`config.mk`:
```
export PLATFORM = sky130hd
export DESIGN_NAME = aib_lane_channel
export DESIGN_NICKNAME = d
export VERILOG_FILES = /design/src/hw/aib_lane_pkg.sv /design/src/hw/aib_csr_regs.sv /design/src/hw/aib_tx_path.sv /design/src/hw/aib_rx_path.sv /design/src/hw/aib_pad_mux.sv /design/src/hw/aib_lane_channel.sv
export SDC_FILE = /design/constraint.sdc
export NUM_CORES = 1
export LEC_CHECK = 0
export BUFFER_PORTS_ARGS = -buffer_cell sky130_fd_sc_hd__buf_4
export CORE_ASPECT_RATIO = 0.8
export CORE_MARGIN = 4
export CORE_UTILIZATION = 50
export DETAILED_ROUTE_END_ITERATION = 16
export GPL_ROUTABILITY_DRIVEN = 0
export GPL_TIMING_DRIVEN = 1
export HOLD_SLACK_MARGIN = 0.02
export PLACE_DENSITY = 0.81
export REMOVE_ABC_BUFFERS = 1
export SETUP_SLACK_MARGIN = 0.3
export SLEW_MARGIN = 20
export SYNTH_ARGS = -nofsm -noshare
export SYNTH_HDL_FRONTEND = slang
export SYNTH_SLANG_ARGS = --single-unit
```
`constraint.sdc`:
```
create_clock -name i_m_wr_clk -period 4 [get_ports i_m_wr_clk]
set_input_delay 0.2 -clock i_m_wr_clk [delete_from_list [all_inputs] [get_ports i_m_wr_clk]]
set_output_delay 0.2 -clock i_m_wr_clk [all_outputs]
set_load 0.02 [all_outputs]
```
`src/hw/aib_lane_pkg.sv`:
```
`default_nettype none

package aib_lane_pkg;

    //////////////////////////////
    // channel geometry
    //////////////////////////////
    localparam int LANES_DEFAULT = 40;  // data lanes per phase

    //////////////////////////////
    // configuration bus
    //////////////////////////////
    localparam int CSR_ADDR_W = 17;     // byte address
    localparam int CSR_DATA_W = 32;
    localparam int CSR_BE_W   = 4;
    localparam int CH_ID_W    = 6;
    localparam int CH_ID_LSB  = 11;     // addr[16:11] selects the channel

    // word index within the channel window, addr[10:2]
    localparam int REG_IDX_LSB = 2;
    localparam int REG_IDX_W   = 9;

    // register word indices
    localparam logic [REG_IDX_W-1:0] REG_TX_SHIFT_LO = 9'd0;  // tx mask 31:0
    localparam logic [REG_IDX_W-1:0] REG_TX_SHIFT_HI = 9'd1;  // tx mask LANES:32
    localparam logic [REG_IDX_W-1:0] REG_RX_SHIFT_LO = 9'd2;  // rx mask 31:0
    localparam logic [REG_IDX_W-1:0] REG_RX_SHIFT_HI = 9'd3;  // rx mask LANES:32
    localparam logic [REG_IDX_W-1:0] REG_ADAPT_CTRL  = 9'd4;  // loopback in 1:0

    //////////////////////////////
    // loopback select
    //////////////////////////////
    // code 3 is not listed and falls through as no loopback
    typedef enum logic [1:0] {
        LPBK_NONE     = 2'd0,
        LPBK_FARSIDE  = 2'd1,  // received pads go straight back out
        LPBK_NEARSIDE = 2'd2   // transmit words feed the receiver
    } lpbk_mode_t;

endpackage

`default_nettype wire

```
`src/hw/aib_csr_regs.sv`:
```
`timescale 1ns/1ps
`default_nettype none

module aib_csr_regs #(
    parameter int LANES = 40
) (
    input  wire                                 i_m_wr_clk,
    input  wire                                 i_rst_n,
    input  wire  [aib_lane_pkg::CH_ID_W-1:0]    i_channel_id,
    input  wire  [aib_lane_pkg::CSR_ADDR_W-1:0] i_cfg_avmm_addr,
    input  wire  [aib_lane_pkg::CSR_BE_W-1:0]   i_cfg_avmm_byte_en,
    input  wire                                 i_cfg_avmm_read,
    input  wire                                 i_cfg_avmm_write,
    input  wire  [aib_lane_pkg::CSR_DATA_W-1:0] i_cfg_avmm_wdata,
    output logic [aib_lane_pkg::CSR_DATA_W-1:0] o_cfg_avmm_rdata,
    output logic                                o_cfg_avmm_rdatavld,
    output logic                                o_cfg_avmm_waitreq,
    output logic [LANES:0]                      o_tx_shift_en,
    output logic [LANES:0]                      o_rx_shift_en,
    output aib_lane_pkg::lpbk_mode_t            o_lpbk_mode
);
    import aib_lane_pkg::*;

    // implemented bits of a LO/HI mask pair, LANES+1 ones
    localparam logic [2*CSR_DATA_W-1:0] SHIFT_IMPL = {(2*CSR_DATA_W){1'b1}} >> (63 - LANES);
    localparam logic [CSR_DATA_W-1:0]   IMPL_LO    = SHIFT_IMPL[CSR_DATA_W-1:0];
    localparam logic [CSR_DATA_W-1:0]   IMPL_HI    = SHIFT_IMPL[2*CSR_DATA_W-1:CSR_DATA_W];
    localparam logic [CSR_DATA_W-1:0]   IMPL_CTRL  = 32'h0000_0003;

    logic                  ch_hit;
    logic [REG_IDX_W-1:0]  reg_idx;
    logic                  rd_pend;    // read seen, accept next cycle
    logic                  rd_accept;
    logic                  wr_en;
    logic [CSR_DATA_W-1:0] rd_mux;
    logic [CSR_DATA_W-1:0] tx_lo_q, tx_hi_q, rx_lo_q, rx_hi_q, ctrl_q;

    // byte-enabled update restricted to the implemented bits
    function automatic logic [CSR_DATA_W-1:0] be_merge(
        input logic [CSR_DATA_W-1:0] cur,
        input logic [CSR_DATA_W-1:0] wdata,
        input logic [CSR_BE_W-1:0]   be,
        input logic [CSR_DATA_W-1:0] impl
    );
        logic [CSR_DATA_W-1:0] wmask;
        for (int b = 0; b < CSR_BE_W; b++) begin
            wmask[8*b +: 8] = {8{be[b]}};
        end
        wmask = wmask & impl;
        return (cur & ~wmask) | (wdata & wmask);
    endfunction

    assign ch_hit  = (i_cfg_avmm_addr[CH_ID_LSB +: CH_ID_W] == i_channel_id);
    assign reg_idx = i_cfg_avmm_addr[REG_IDX_LSB +: REG_IDX_W];

    assign o_cfg_avmm_waitreq = i_cfg_avmm_read & ~rd_pend;  // one wait state per read
    assign rd_accept          = i_cfg_avmm_read & rd_pend;
    assign wr_en              = i_cfg_avmm_write & ~o_cfg_avmm_waitreq & ch_hit;

    always_comb begin
        case (reg_idx)
            REG_TX_SHIFT_LO: rd_mux = tx_lo_q;
            REG_TX_SHIFT_HI: rd_mux = tx_hi_q;
            REG_RX_SHIFT_LO: rd_mux = rx_lo_q;
            REG_RX_SHIFT_HI: rd_mux = rx_hi_q;
            REG_ADAPT_CTRL:  rd_mux = ctrl_q;
            default:         rd_mux = '0;   // unmapped
        endcase
        if (!ch_hit) begin
            rd_mux = '0;                    // other channel reads zero
        end
    end

    //////////////////////////////
    // read sequencer
    //////////////////////////////
    always_ff @(posedge i_m_wr_clk or negedge i_rst_n) begin
        if (!i_rst_n) begin
            rd_pend             <= 1'b0;
            o_cfg_avmm_rdatavld <= 1'b0;
            o_cfg_avmm_rdata    <= '0;
        end else begin
            rd_pend             <= o_cfg_avmm_waitreq;
            o_cfg_avmm_rdatavld <= rd_accept;
            if (rd_accept) begin
                o_cfg_avmm_rdata <= rd_mux;
            end
        end
    end

    //////////////////////////////
    // register file
    //////////////////////////////
    always_ff @(posedge i_m_wr_clk or negedge i_rst_n) begin
        if (!i_rst_n) begin
            tx_lo_q <= '0;
            tx_hi_q <= '0;
            rx_lo_q <= '0;
            rx_hi_q <= '0;
            ctrl_q  <= '0;
        end else if (wr_en) begin
            case (reg_idx)
                REG_TX_SHIFT_LO: tx_lo_q <= be_merge(tx_lo_q, i_cfg_avmm_wdata,
                                                     i_cfg_avmm_byte_en, IMPL_LO);
                REG_TX_SHIFT_HI: tx_hi_q <= be_merge(tx_hi_q, i_cfg_avmm_wdata,
                                                     i_cfg_avmm_byte_en, IMPL_HI);
                REG_RX_SHIFT_LO: rx_lo_q <= be_merge(rx_lo_q, i_cfg_avmm_wdata,
                                                     i_cfg_avmm_byte_en, IMPL_LO);
                REG_RX_SHIFT_HI: rx_hi_q <= be_merge(rx_hi_q, i_cfg_avmm_wdata,
                                                     i_cfg_avmm_byte_en, IMPL_HI);
                REG_ADAPT_CTRL:  ctrl_q  <= be_merge(ctrl_q, i_cfg_avmm_wdata,
                                                     i_cfg_avmm_byte_en, IMPL_CTRL);
                default: ;                  // writes to holes dropped
            endcase
        end
    end

    assign o_tx_shift_en = (LANES+1)'({tx_hi_q, tx_lo_q});
    assign o_rx_shift_en = (LANES+1)'({rx_hi_q, rx_lo_q});
    assign o_lpbk_mode   = lpbk_mode_t'(ctrl_q[1:0]);

endmodule

`default_nettype wire

```
`src/hw/aib_tx_path.sv`:
```
`timescale 1ns/1ps
`default_nettype none

module aib_tx_path #(
    parameter int LANES = 40
) (
    input  wire               i_m_wr_clk,
    input  wire               i_rst_n,
    input  wire               i_conf_done,
    input  wire [2*LANES-1:0] i_data_in,
    input  wire [LANES:0]     i_tx_shift_en,
    output logic [LANES:0]    o_tx0,
    output logic [LANES:0]    o_tx1
);

    logic [LANES-1:0] ph0, ph1;     // even / odd phase lanes
    logic [LANES:0]   rep0, rep1;   // repaired bump words

    // bump j carries lane j-1 when shifted, else lane j
    function automatic logic [LANES:0] tx_repair(
        input logic [LANES-1:0] lanes,
        input logic [LANES:0]   shift
    );
        logic [LANES+1:0] ext;
        logic [LANES:0]   bumps;
        ext = {1'b0, lanes, 1'b0};  // lane -1 and lane LANES read as zero
        for (int j = 0; j <= LANES; j++) begin
            bumps[j] = shift[j] ? ext[j] : ext[j+1];
        end
        return bumps;
    endfunction

    always_comb begin
        for (int i = 0; i < LANES; i++) begin
            ph0[i] = i_data_in[2*i];
            ph1[i] = i_data_in[2*i+1];
        end
    end

    assign rep0 = tx_repair(ph0, i_tx_shift_en);
    assign rep1 = tx_repair(ph1, i_tx_shift_en);

    //////////////////////////////
    // pad launch register
    //////////////////////////////
    always_ff @(posedge i_m_wr_clk or negedge i_rst_n) begin
        if (!i_rst_n) begin
            o_tx0 <= '0;
            o_tx1 <= '0;
        end else if (!i_conf_done) begin
            o_tx0 <= '0;    // quiet pads until configured
            o_tx1 <= '0;
        end else begin
            o_tx0 <= rep0;
            o_tx1 <= rep1;
        end
    end

endmodule

`default_nettype wire

```
`src/hw/aib_rx_path.sv`:
```
`timescale 1ns/1ps
`default_nettype none

module aib_rx_path #(
    parameter int LANES = 40
) (
    input  wire                 i_m_wr_clk,
    input  wire                 i_rst_n,
    input  wire                 i_conf_done,
    input  wire  [LANES:0]      i_rx0,
    input  wire  [LANES:0]      i_rx1,
    input  wire  [LANES:0]      i_rx_shift_en,
    output logic [2*LANES-1:0]  o_data_out
);

    logic [LANES-1:0]   lane0, lane1;   // repaired phase lanes
    logic [2*LANES-1:0] merged;

    // lane i takes bump i+1 when shifted, else bump i
    function automatic logic [LANES-1:0] rx_repair(
        input logic [LANES:0] bumps,
        input logic [LANES:0] shift
    );
        logic [LANES-1:0] lanes;
        for (int i = 0; i < LANES; i++) begin
            lanes[i] = shift[i] ? bumps[i+1] : bumps[i];
        end
        return lanes;
    endfunction

    assign lane0 = rx_repair(i_rx0, i_rx_shift_en);
    assign lane1 = rx_repair(i_rx1, i_rx_shift_en);

    // interleave back, even phase on even bits
    always_comb begin
        for (int i = 0; i < LANES; i++) begin
            merged[2*i]   = lane0[i];
            merged[2*i+1] = lane1[i];
        end
    end

    //////////////////////////////
    // read word register
    //////////////////////////////
    always_ff @(posedge i_m_wr_clk or negedge i_rst_n) begin
        if (!i_rst_n) begin
            o_data_out <= '0;
        end else if (!i_conf_done) begin
            o_data_out <= '0;   // held off until configured
        end else begin
            o_data_out <= merged;
        end
    end

endmodule

`default_nettype wire

```
`src/hw/aib_pad_mux.sv`:
```
`timescale 1ns/1ps
`default_nettype none

module aib_pad_mux #(
    parameter int LANES = 40
) (
    input  wire                           i_m_wr_clk,
    input  wire                           i_rst_n,
    input  wire aib_lane_pkg::lpbk_mode_t i_lpbk_mode,
    input  wire  [LANES:0]                i_tx0,
    input  wire  [LANES:0]                i_tx1,
    input  wire  [LANES:0]                i_pad_rx0,
    input  wire  [LANES:0]                i_pad_rx1,
    output logic [LANES:0]                o_pad_tx0,
    output logic [LANES:0]                o_pad_tx1,
    output logic [LANES:0]                o_rx0,
    output logic [LANES:0]                o_rx1
);
    import aib_lane_pkg::*;

    logic           near_sel;   // receiver listens to own transmitter
    logic           far_sel;    // transmitter echoes the receiver
    logic [LANES:0] cap0_q, cap1_q;

    assign near_sel = (i_lpbk_mode == LPBK_NEARSIDE);
    assign far_sel  = (i_lpbk_mode == LPBK_FARSIDE);

    //////////////////////////////
    // pad capture
    //////////////////////////////
    always_ff @(posedge i_m_wr_clk or negedge i_rst_n) begin
        if (!i_rst_n) begin
            cap0_q <= '0;
            cap1_q <= '0;
        end else if (near_sel) begin
            cap0_q <= i_tx0;
            cap1_q <= i_tx1;
        end else begin
            cap0_q <= i_pad_rx0;
            cap1_q <= i_pad_rx1;
        end
    end

    assign o_rx0 = cap0_q;
    assign o_rx1 = cap1_q;

    // farside echo adds no cycle beyond the capture
    assign o_pad_tx0 = far_sel ? cap0_q : i_tx0;
    assign o_pad_tx1 = far_sel ? cap1_q : i_tx1;

endmodule

`default_nettype wire

```
`src/hw/aib_lane_channel.sv`:
```
`timescale 1ns/1ps
`default_nettype none

module aib_lane_channel #(
    parameter int LANES = aib_lane_pkg::LANES_DEFAULT
) (
    input  wire                                 i_m_wr_clk,
    input  wire                                 i_rst_n,
    input  wire                                 i_conf_done,
    input  wire  [aib_lane_pkg::CH_ID_W-1:0]    i_channel_id,

    // configuration bus
    input  wire  [aib_lane_pkg::CSR_ADDR_W-1:0] i_cfg_avmm_addr,
    input  wire  [aib_lane_pkg::CSR_BE_W-1:0]   i_cfg_avmm_byte_en,
    input  wire                                 i_cfg_avmm_read,
    input  wire                                 i_cfg_avmm_write,
    input  wire  [aib_lane_pkg::CSR_DATA_W-1:0] i_cfg_avmm_wdata,
    output logic [aib_lane_pkg::CSR_DATA_W-1:0] o_cfg_avmm_rdata,
    output logic                                o_cfg_avmm_rdatavld,
    output logic                                o_cfg_avmm_waitreq,

    // mac side
    input  wire  [2*LANES-1:0]                  i_data_in,
    output logic [2*LANES-1:0]                  o_data_out,

    // bump side, one spare bump per phase
    input  wire  [LANES:0]                      i_pad_rx0,
    input  wire  [LANES:0]                      i_pad_rx1,
    output logic [LANES:0]                      o_pad_tx0,
    output logic [LANES:0]                      o_pad_tx1
);
    import aib_lane_pkg::*;

    logic [LANES:0] tx_shift_en, rx_shift_en;
    lpbk_mode_t     lpbk_mode;
    logic [LANES:0] tx0, tx1;   // repaired, registered transmit words
    logic [LANES:0] rx0, rx1;   // captured receive source

    aib_csr_regs #(.LANES(LANES)) u_csr (
        .i_m_wr_clk          (i_m_wr_clk),
        .i_rst_n             (i_rst_n),
        .i_channel_id        (i_channel_id),
        .i_cfg_avmm_addr     (i_cfg_avmm_addr),
        .i_cfg_avmm_byte_en  (i_cfg_avmm_byte_en),
        .i_cfg_avmm_read     (i_cfg_avmm_read),
        .i_cfg_avmm_write    (i_cfg_avmm_write),
        .i_cfg_avmm_wdata    (i_cfg_avmm_wdata),
        .o_cfg_avmm_rdata    (o_cfg_avmm_rdata),
        .o_cfg_avmm_rdatavld (o_cfg_avmm_rdatavld),
        .o_cfg_avmm_waitreq  (o_cfg_avmm_waitreq),
        .o_tx_shift_en       (tx_shift_en),
        .o_rx_shift_en       (rx_shift_en),
        .o_lpbk_mode         (lpbk_mode)
    );

    aib_tx_path #(.LANES(LANES)) u_tx (
        .i_m_wr_clk    (i_m_wr_clk),
        .i_rst_n       (i_rst_n),
        .i_conf_done   (i_conf_done),
        .i_data_in     (i_data_in),
        .i_tx_shift_en (tx_shift_en),
        .o_tx0         (tx0),
        .o_tx1         (tx1)
    );

    aib_pad_mux #(.LANES(LANES)) u_pad (
        .i_m_wr_clk  (i_m_wr_clk),
        .i_rst_n     (i_rst_n),
        .i_lpbk_mode (lpbk_mode),
        .i_tx0       (tx0),
        .i_tx1       (tx1),
        .i_pad_rx0   (i_pad_rx0),
        .i_pad_rx1   (i_pad_rx1),
        .o_pad_tx0   (o_pad_tx0),
        .o_pad_tx1   (o_pad_tx1),
        .o_rx0       (rx0),
        .o_rx1       (rx1)
    );

    aib_rx_path #(.LANES(LANES)) u_rx (
        .i_m_wr_clk    (i_m_wr_clk),
        .i_rst_n       (i_rst_n),
        .i_conf_done   (i_conf_done),
        .i_rx0         (rx0),
        .i_rx1         (rx1),
        .i_rx_shift_en (rx_shift_en),
        .o_data_out    (o_data_out)
    );

endmodule

`default_nettype wire

```
Yosys cells after proc, flatten, opt, wreduce, memory -nomap -nowiden
Index checks and enable logic that the tools add are counted.
W data, S select, Z words.
{"block": "op_classes", "mul": 0, "shift": 0, "n_eq_ne": 7, "magnitude_cmp": 0, "reduce_logical": 6, "bitwise": 22, "muxes": 171, "n_div": 0, "add_sub_neg": 0}
{"cell": "$mux W41", "count": 6}
{"cell": "$and A32 B32 Y32", "count": 6}
{"cell": "$mux W1", "count": 162}
{"cell": "$or A32 B32 Y32", "count": 5}
{"cell": "$pmux W32 S5", "count": 1}
{"cell": "$mux W80", "count": 1}
{"cell": "$and A32 B2 Y32", "count": 1}
{"cell": "$and A32 B9 Y32", "count": 1}
{"cell": "$mux W32", "count": 1}
{"cell": "$not A2 Y32", "count": 1}
{"cell": "$not A32 Y32", "count": 1}
{"cell": "$not A9 Y32", "count": 1}
{"cell": "$eq A9 B2 Y1 const B", "count": 2}
{"cell": "$reduce_and A2 Y1", "count": 5}
{"cell": "$eq A9 B1 Y1 const B", "count": 1}
{"cell": "$eq A9 B3 Y1 const B", "count": 1}
{"cell": "$logic_not A9 Y1", "count": 1}
{"cell": "$eq A6 B6 Y1", "count": 1}
{"cell": "$and A1 B1 Y1", "count": 4}
{"cell": "$eq A2 B1 Y1 const B", "count": 1}
{"cell": "$eq A2 B2 Y1 const B", "count": 1}
{"cell": "$not A1 Y1", "count": 2}
{"block": "word_totals", "inputBits": 226, "mem_bits_ro": 0, "latch_bits": 0, "ramBits": 0, "out_inout_bits": 196, "register_bits": 438, "n_memories": 0, "word_cells": 219}

Depth between registers and ports, before layout
{"block": "logic_depth", "depth_word": 6, "depth_mapped": 5, "mapped_depth_nobuf": 4}

Cells and area by module
From an unflattened synthesis, not the netlist that was laid out.
{"block": "unflattened", "hier_cells": 1145, "area_unflattened_um2": 17120.2}
{"module": "aib_csr_regs", "cells_each": 380, "seq_area_each_um2": 2952.8, "area_per_inst_um2": 5139.9, "n_inst": 1}
{"module": "aib_pad_mux", "cells_each": 266, "seq_area_each_um2": 2052.0, "area_per_inst_um2": 4887.2, "n_inst": 1}
{"module": "aib_tx_path", "cells_each": 251, "seq_area_each_um2": 2052.0, "area_per_inst_um2": 3549.7, "n_inst": 1}
{"module": "aib_rx_path", "cells_each": 248, "seq_area_each_um2": 2001.9, "area_per_inst_um2": 3543.4, "n_inst": 1}

Worst setup path after synthesis
OpenSTA, ideal clock, no wires.
{"block": "synth_path", "kind": "register to register", "from": "register u_csr.rd_pend", "to": "register with a tool-made name", "period_less_slack_ns": 1.801, "n_path_buf": 0, "required_time_ns": 3.875, "setup_slack_ns": 2.199, "stages_incl_launch_ff": 5, "setup_ns": 0.125, "arrival_ns": 1.676, "path_cell_list": "dfrtp_1 > nand2b_1 > nand4_2 > nor4_4 > mux2_4"}
{"item": "from (decl)", "line_no": "aib_csr_regs.sv:32", "rtl": "logic rd_pend;"}
{"item": "from (signal assigned)", "line_no": "aib_csr_regs.sv:83", "rtl": "rd_pend <= o_cfg_avmm_waitreq;"}

==> impl_metrics.env <==
export IMPL_status="complete, no violations"
export IMPL_arrival_ns=2.77
export IMPL_start_kind="flop"
export IMPL_grt_antenna_before_repair=4
export IMPL_p_leak_uw=0.0107
export IMPL_dr_pass1_iters=5
export IMPL_yosys_area_top_type="dfrtp_1"
export IMPL_multi_input_area_um2=6670
export IMPL_fillers=1904
export IMPL_endpoint_kind="output pin"
export IMPL_synthTopCellsByArea="dfrtp_1, mux2_2, mux2i_1, nor2b_1, clkbuf_1"
export IMPL_io_pins=422
export IMPL_yosys_area_top_type_share_pct=56.9
export IMPL_grt_pass1_vias=13400
export IMPL_drt_iter0_markers=668
export IMPL_synthesis_area_um2=15900
export IMPL_post_cts_resized=0
export IMPL_grt_use_total_pct=28.8
export IMPL_dieWidth_um=208
export IMPL_setup_violations=0
export IMPL_hold_viol_final=0
export IMPL_crit_top_cell="buf_4"
export IMPL_cts_num_sinks=362
export IMPL_slew_violations=0
export IMPL_final_antenna_net_count=0
export IMPL_synth_compound_area_share_pct=1.50
export IMPL_cts_tree="yes"
export IMPL_drive_gt1_share_pct=42.5
export IMPL_layout_min_cycle_time_ns=2.97
export IMPL_cpPeakStageDelay_ns=0.60
export IMPL_clock_path_buffers=3
export IMPL_hold_end="u_csr.rd_pend"
export IMPL_hold_class="in2reg"
export IMPL_slowest_stage="nand2b_4"
export IMPL_worstHoldStart="i_cfg_avmm_read"
export IMPL_synthXorXnorAreaFrac_pct=0.330
export IMPL_synth_avg_cell_area_um2=14.1
export IMPL_register_area_um2=9060
export IMPL_num_vias=12000
export IMPL_clk_pin_slew_ns=0.06
export IMPL_p_total_uw=8510
export IMPL_pre_cts_ws_ns=1.08
export IMPL_ys_seq_area_share_pct=56.9
export IMPL_cts_max_level=2
export IMPL_yosys_warnings=0
export IMPL_synth_top_family_by_area="multiplexers"
export IMPL_path_cells="nand2b_4, buf_4, mux2_2, buf_4"
export IMPL_drv_cap=0
export IMPL_ys_seq_elements=362
export IMPL_worstMarginPinSlew_ns=1.07
export IMPL_vdd_ir_drop_max_v=0.000323
export IMPL_core_um2=31400
export IMPL_finalCritPeriodShare_pct=74.1
export IMPL_hpwl_um=32800
export IMPL_synth_cell_type_count=35
export IMPL_whs_path_depth=3
export IMPL_post_cts_setup_buffers=0
export IMPL_rsz0062_at_grt="no"
export IMPL_synth_mux_area_share_pct=30.2
export IMPL_final_core_util_pct=73.4
export IMPL_fin_ws_ns=1.03
export IMPL_max_freq_mhz=337
export IMPL_cts_buffers_inserted=38
export IMPL_dieArea_um2=34800
export IMPL_grt_remaining_overflow=0
export IMPL_required_ns=3.80
export IMPL_worstSetupPathType="reg2out"
export IMPL_synthCells=1131
export IMPL_dieHeight_um=168
export IMPL_grt_max_degree=124
export IMPL_skew_ns=0.0144
export IMPL_io_buffers=419
export IMPL_powerDensity_nw_per_um2=369
export IMPL_drc_errors=0
export IMPL_worstRegToRegCells=4
export IMPL_whs_ns=0.143
export IMPL_holdBufCountCts=224
export IMPL_clk_latency_ns=0.53
export IMPL_start_util_pct=50.7
export IMPL_routed_wl_um=51200
export IMPL_grt_first_pass_wirelength_um=79000
export IMPL_rows=58
export IMPL_crit_fanout=43
export IMPL_synth_adder_area_share_pct=0
export IMPL_area_growth_syn_to_layout_pct=44.9
export IMPL_cts_root_buf="clkbuf_16"
export IMPL_layout_nets=2002
export IMPL_synthSimpleGateAreaFrac_pct=9.70
export IMPL_reg2reg_from="u_csr.rd_pend"
export IMPL_reg2reg_slack_ns=1.77
export IMPL_viasPerCell=5.38
export IMPL_relSlewSlack_pct=28.6
export IMPL_post_drt_wl_per_cell_um=23.0
==> critical path, delay by kind of cell (launching register included) <==
kind | cells | cell delay (ns)
buffers and inverters | 2 | 0.71
flip-flops | 1 | 0.47
multiplexers | 1 | 0.42
AND/OR/NAND/NOR | 1 | 0.60
==> placed cells by master (no fill, tap or decap), drive strengths merged, types with 3 or more instances in the layout <==
master / instances
clkbuf: 58
o21ai: 26
mux4: 7
a22oi: 4
nor4b: 4
nand2: 29
dfrtp: 362
a22o: 9
mux2i: 181
nand4: 8
and4: 3
nor3: 5
buf: 432
nor2b: 161
mux2: 250
nor2: 3
clkinv: 7
and3b: 3
nor4: 7
inv: 3
and3: 3
diode: 3
xnor2: 6
dlygate4sd3: 224
==> layer usage <==
metal / track usage, % / up-vias / part of all wire, %
li1: - / 5297 / -
met1: 36.5 / 6149 / 40
met2: 50.0 / 417 / 51
met3: 6.11 / 106 / 5.5
met4: 9.11 / 2 / 3.3
met5: 0 / - / 0.021
==> worst max path at each step <==
stage	to	slack, ns	cells past startpoint
after floorplan	u_pad.o_rx0[0]	-0.68	2
after global placement	flop	1.15	5
after detailed placement	flop	1.08	5
after CTS	o_pad_tx1[12]	1.05	4
after global routing	o_pad_tx1[12]	0.94	4
final	o_pad_tx1[17]	1.03	4
==> area by class of cell <==
cell class | count | share of cell area (%)
Clock inverter | 10 | 0.493
Multi-Input combinational cell | 715 | 28.9
Inverter | 3 | 0.0488
Tap cell | 420 | 2.28
Antenna cell | 3 | 0.0325
Clock buffer | 58 | 5.07
Timing Repair Buffer | 656 | 23.9
Sequential cell | 362 | 39.3
==> power by group <==
group	internal (µW)	switching (µW)	total (µW)
clock network	2150	1460	3610
logic	542	489	1030
registers	3790	84.9	3870
total	6480	2030	8510
==> synth_stat cells, drive strengths merged <==
library cell and n:
o21ai 26, nor2b 161, nand3 2, mux2i 181
nor3b 1, mux4 7, or3 1, mux2 250
buf 3, nand2b 2, nor3 5, and3 3
nor4b 4, nor2 3, a22oi 4, nand2 29
and3b 3, clkbuf 48, nand4 8, inv 3
nor4 7, dfrtp 362, a22o 9, and4 3
xnor2 6
==> through the flow <==
step / area (µm²) / setup TNS [ns] / std cells
6_report: 23100 / 0 / 2227
5_1_grt: 23100 / 0 / 2227
4_1_cts: 23100 / 0 / 2224
3_5_place_dp: 19500 / 0 / 1932
3_3_place_gp: 19500 / 0 / 1932
2_1_floorplan: 15700 / -56.00 / 1080
==> cell families after synthesis <==
| logic type | Yosys count |
|---|---|
| AOI/OAI and AO/OA | 39 |
| xor gates and xnor gates | 6 |
| buffers and inverters | 54 |
| DFF | 362 |
| muxes | 438 |
| and+or+nand+nor | 232 |
No activity file was read; power rests on OpenSTA's default activity.
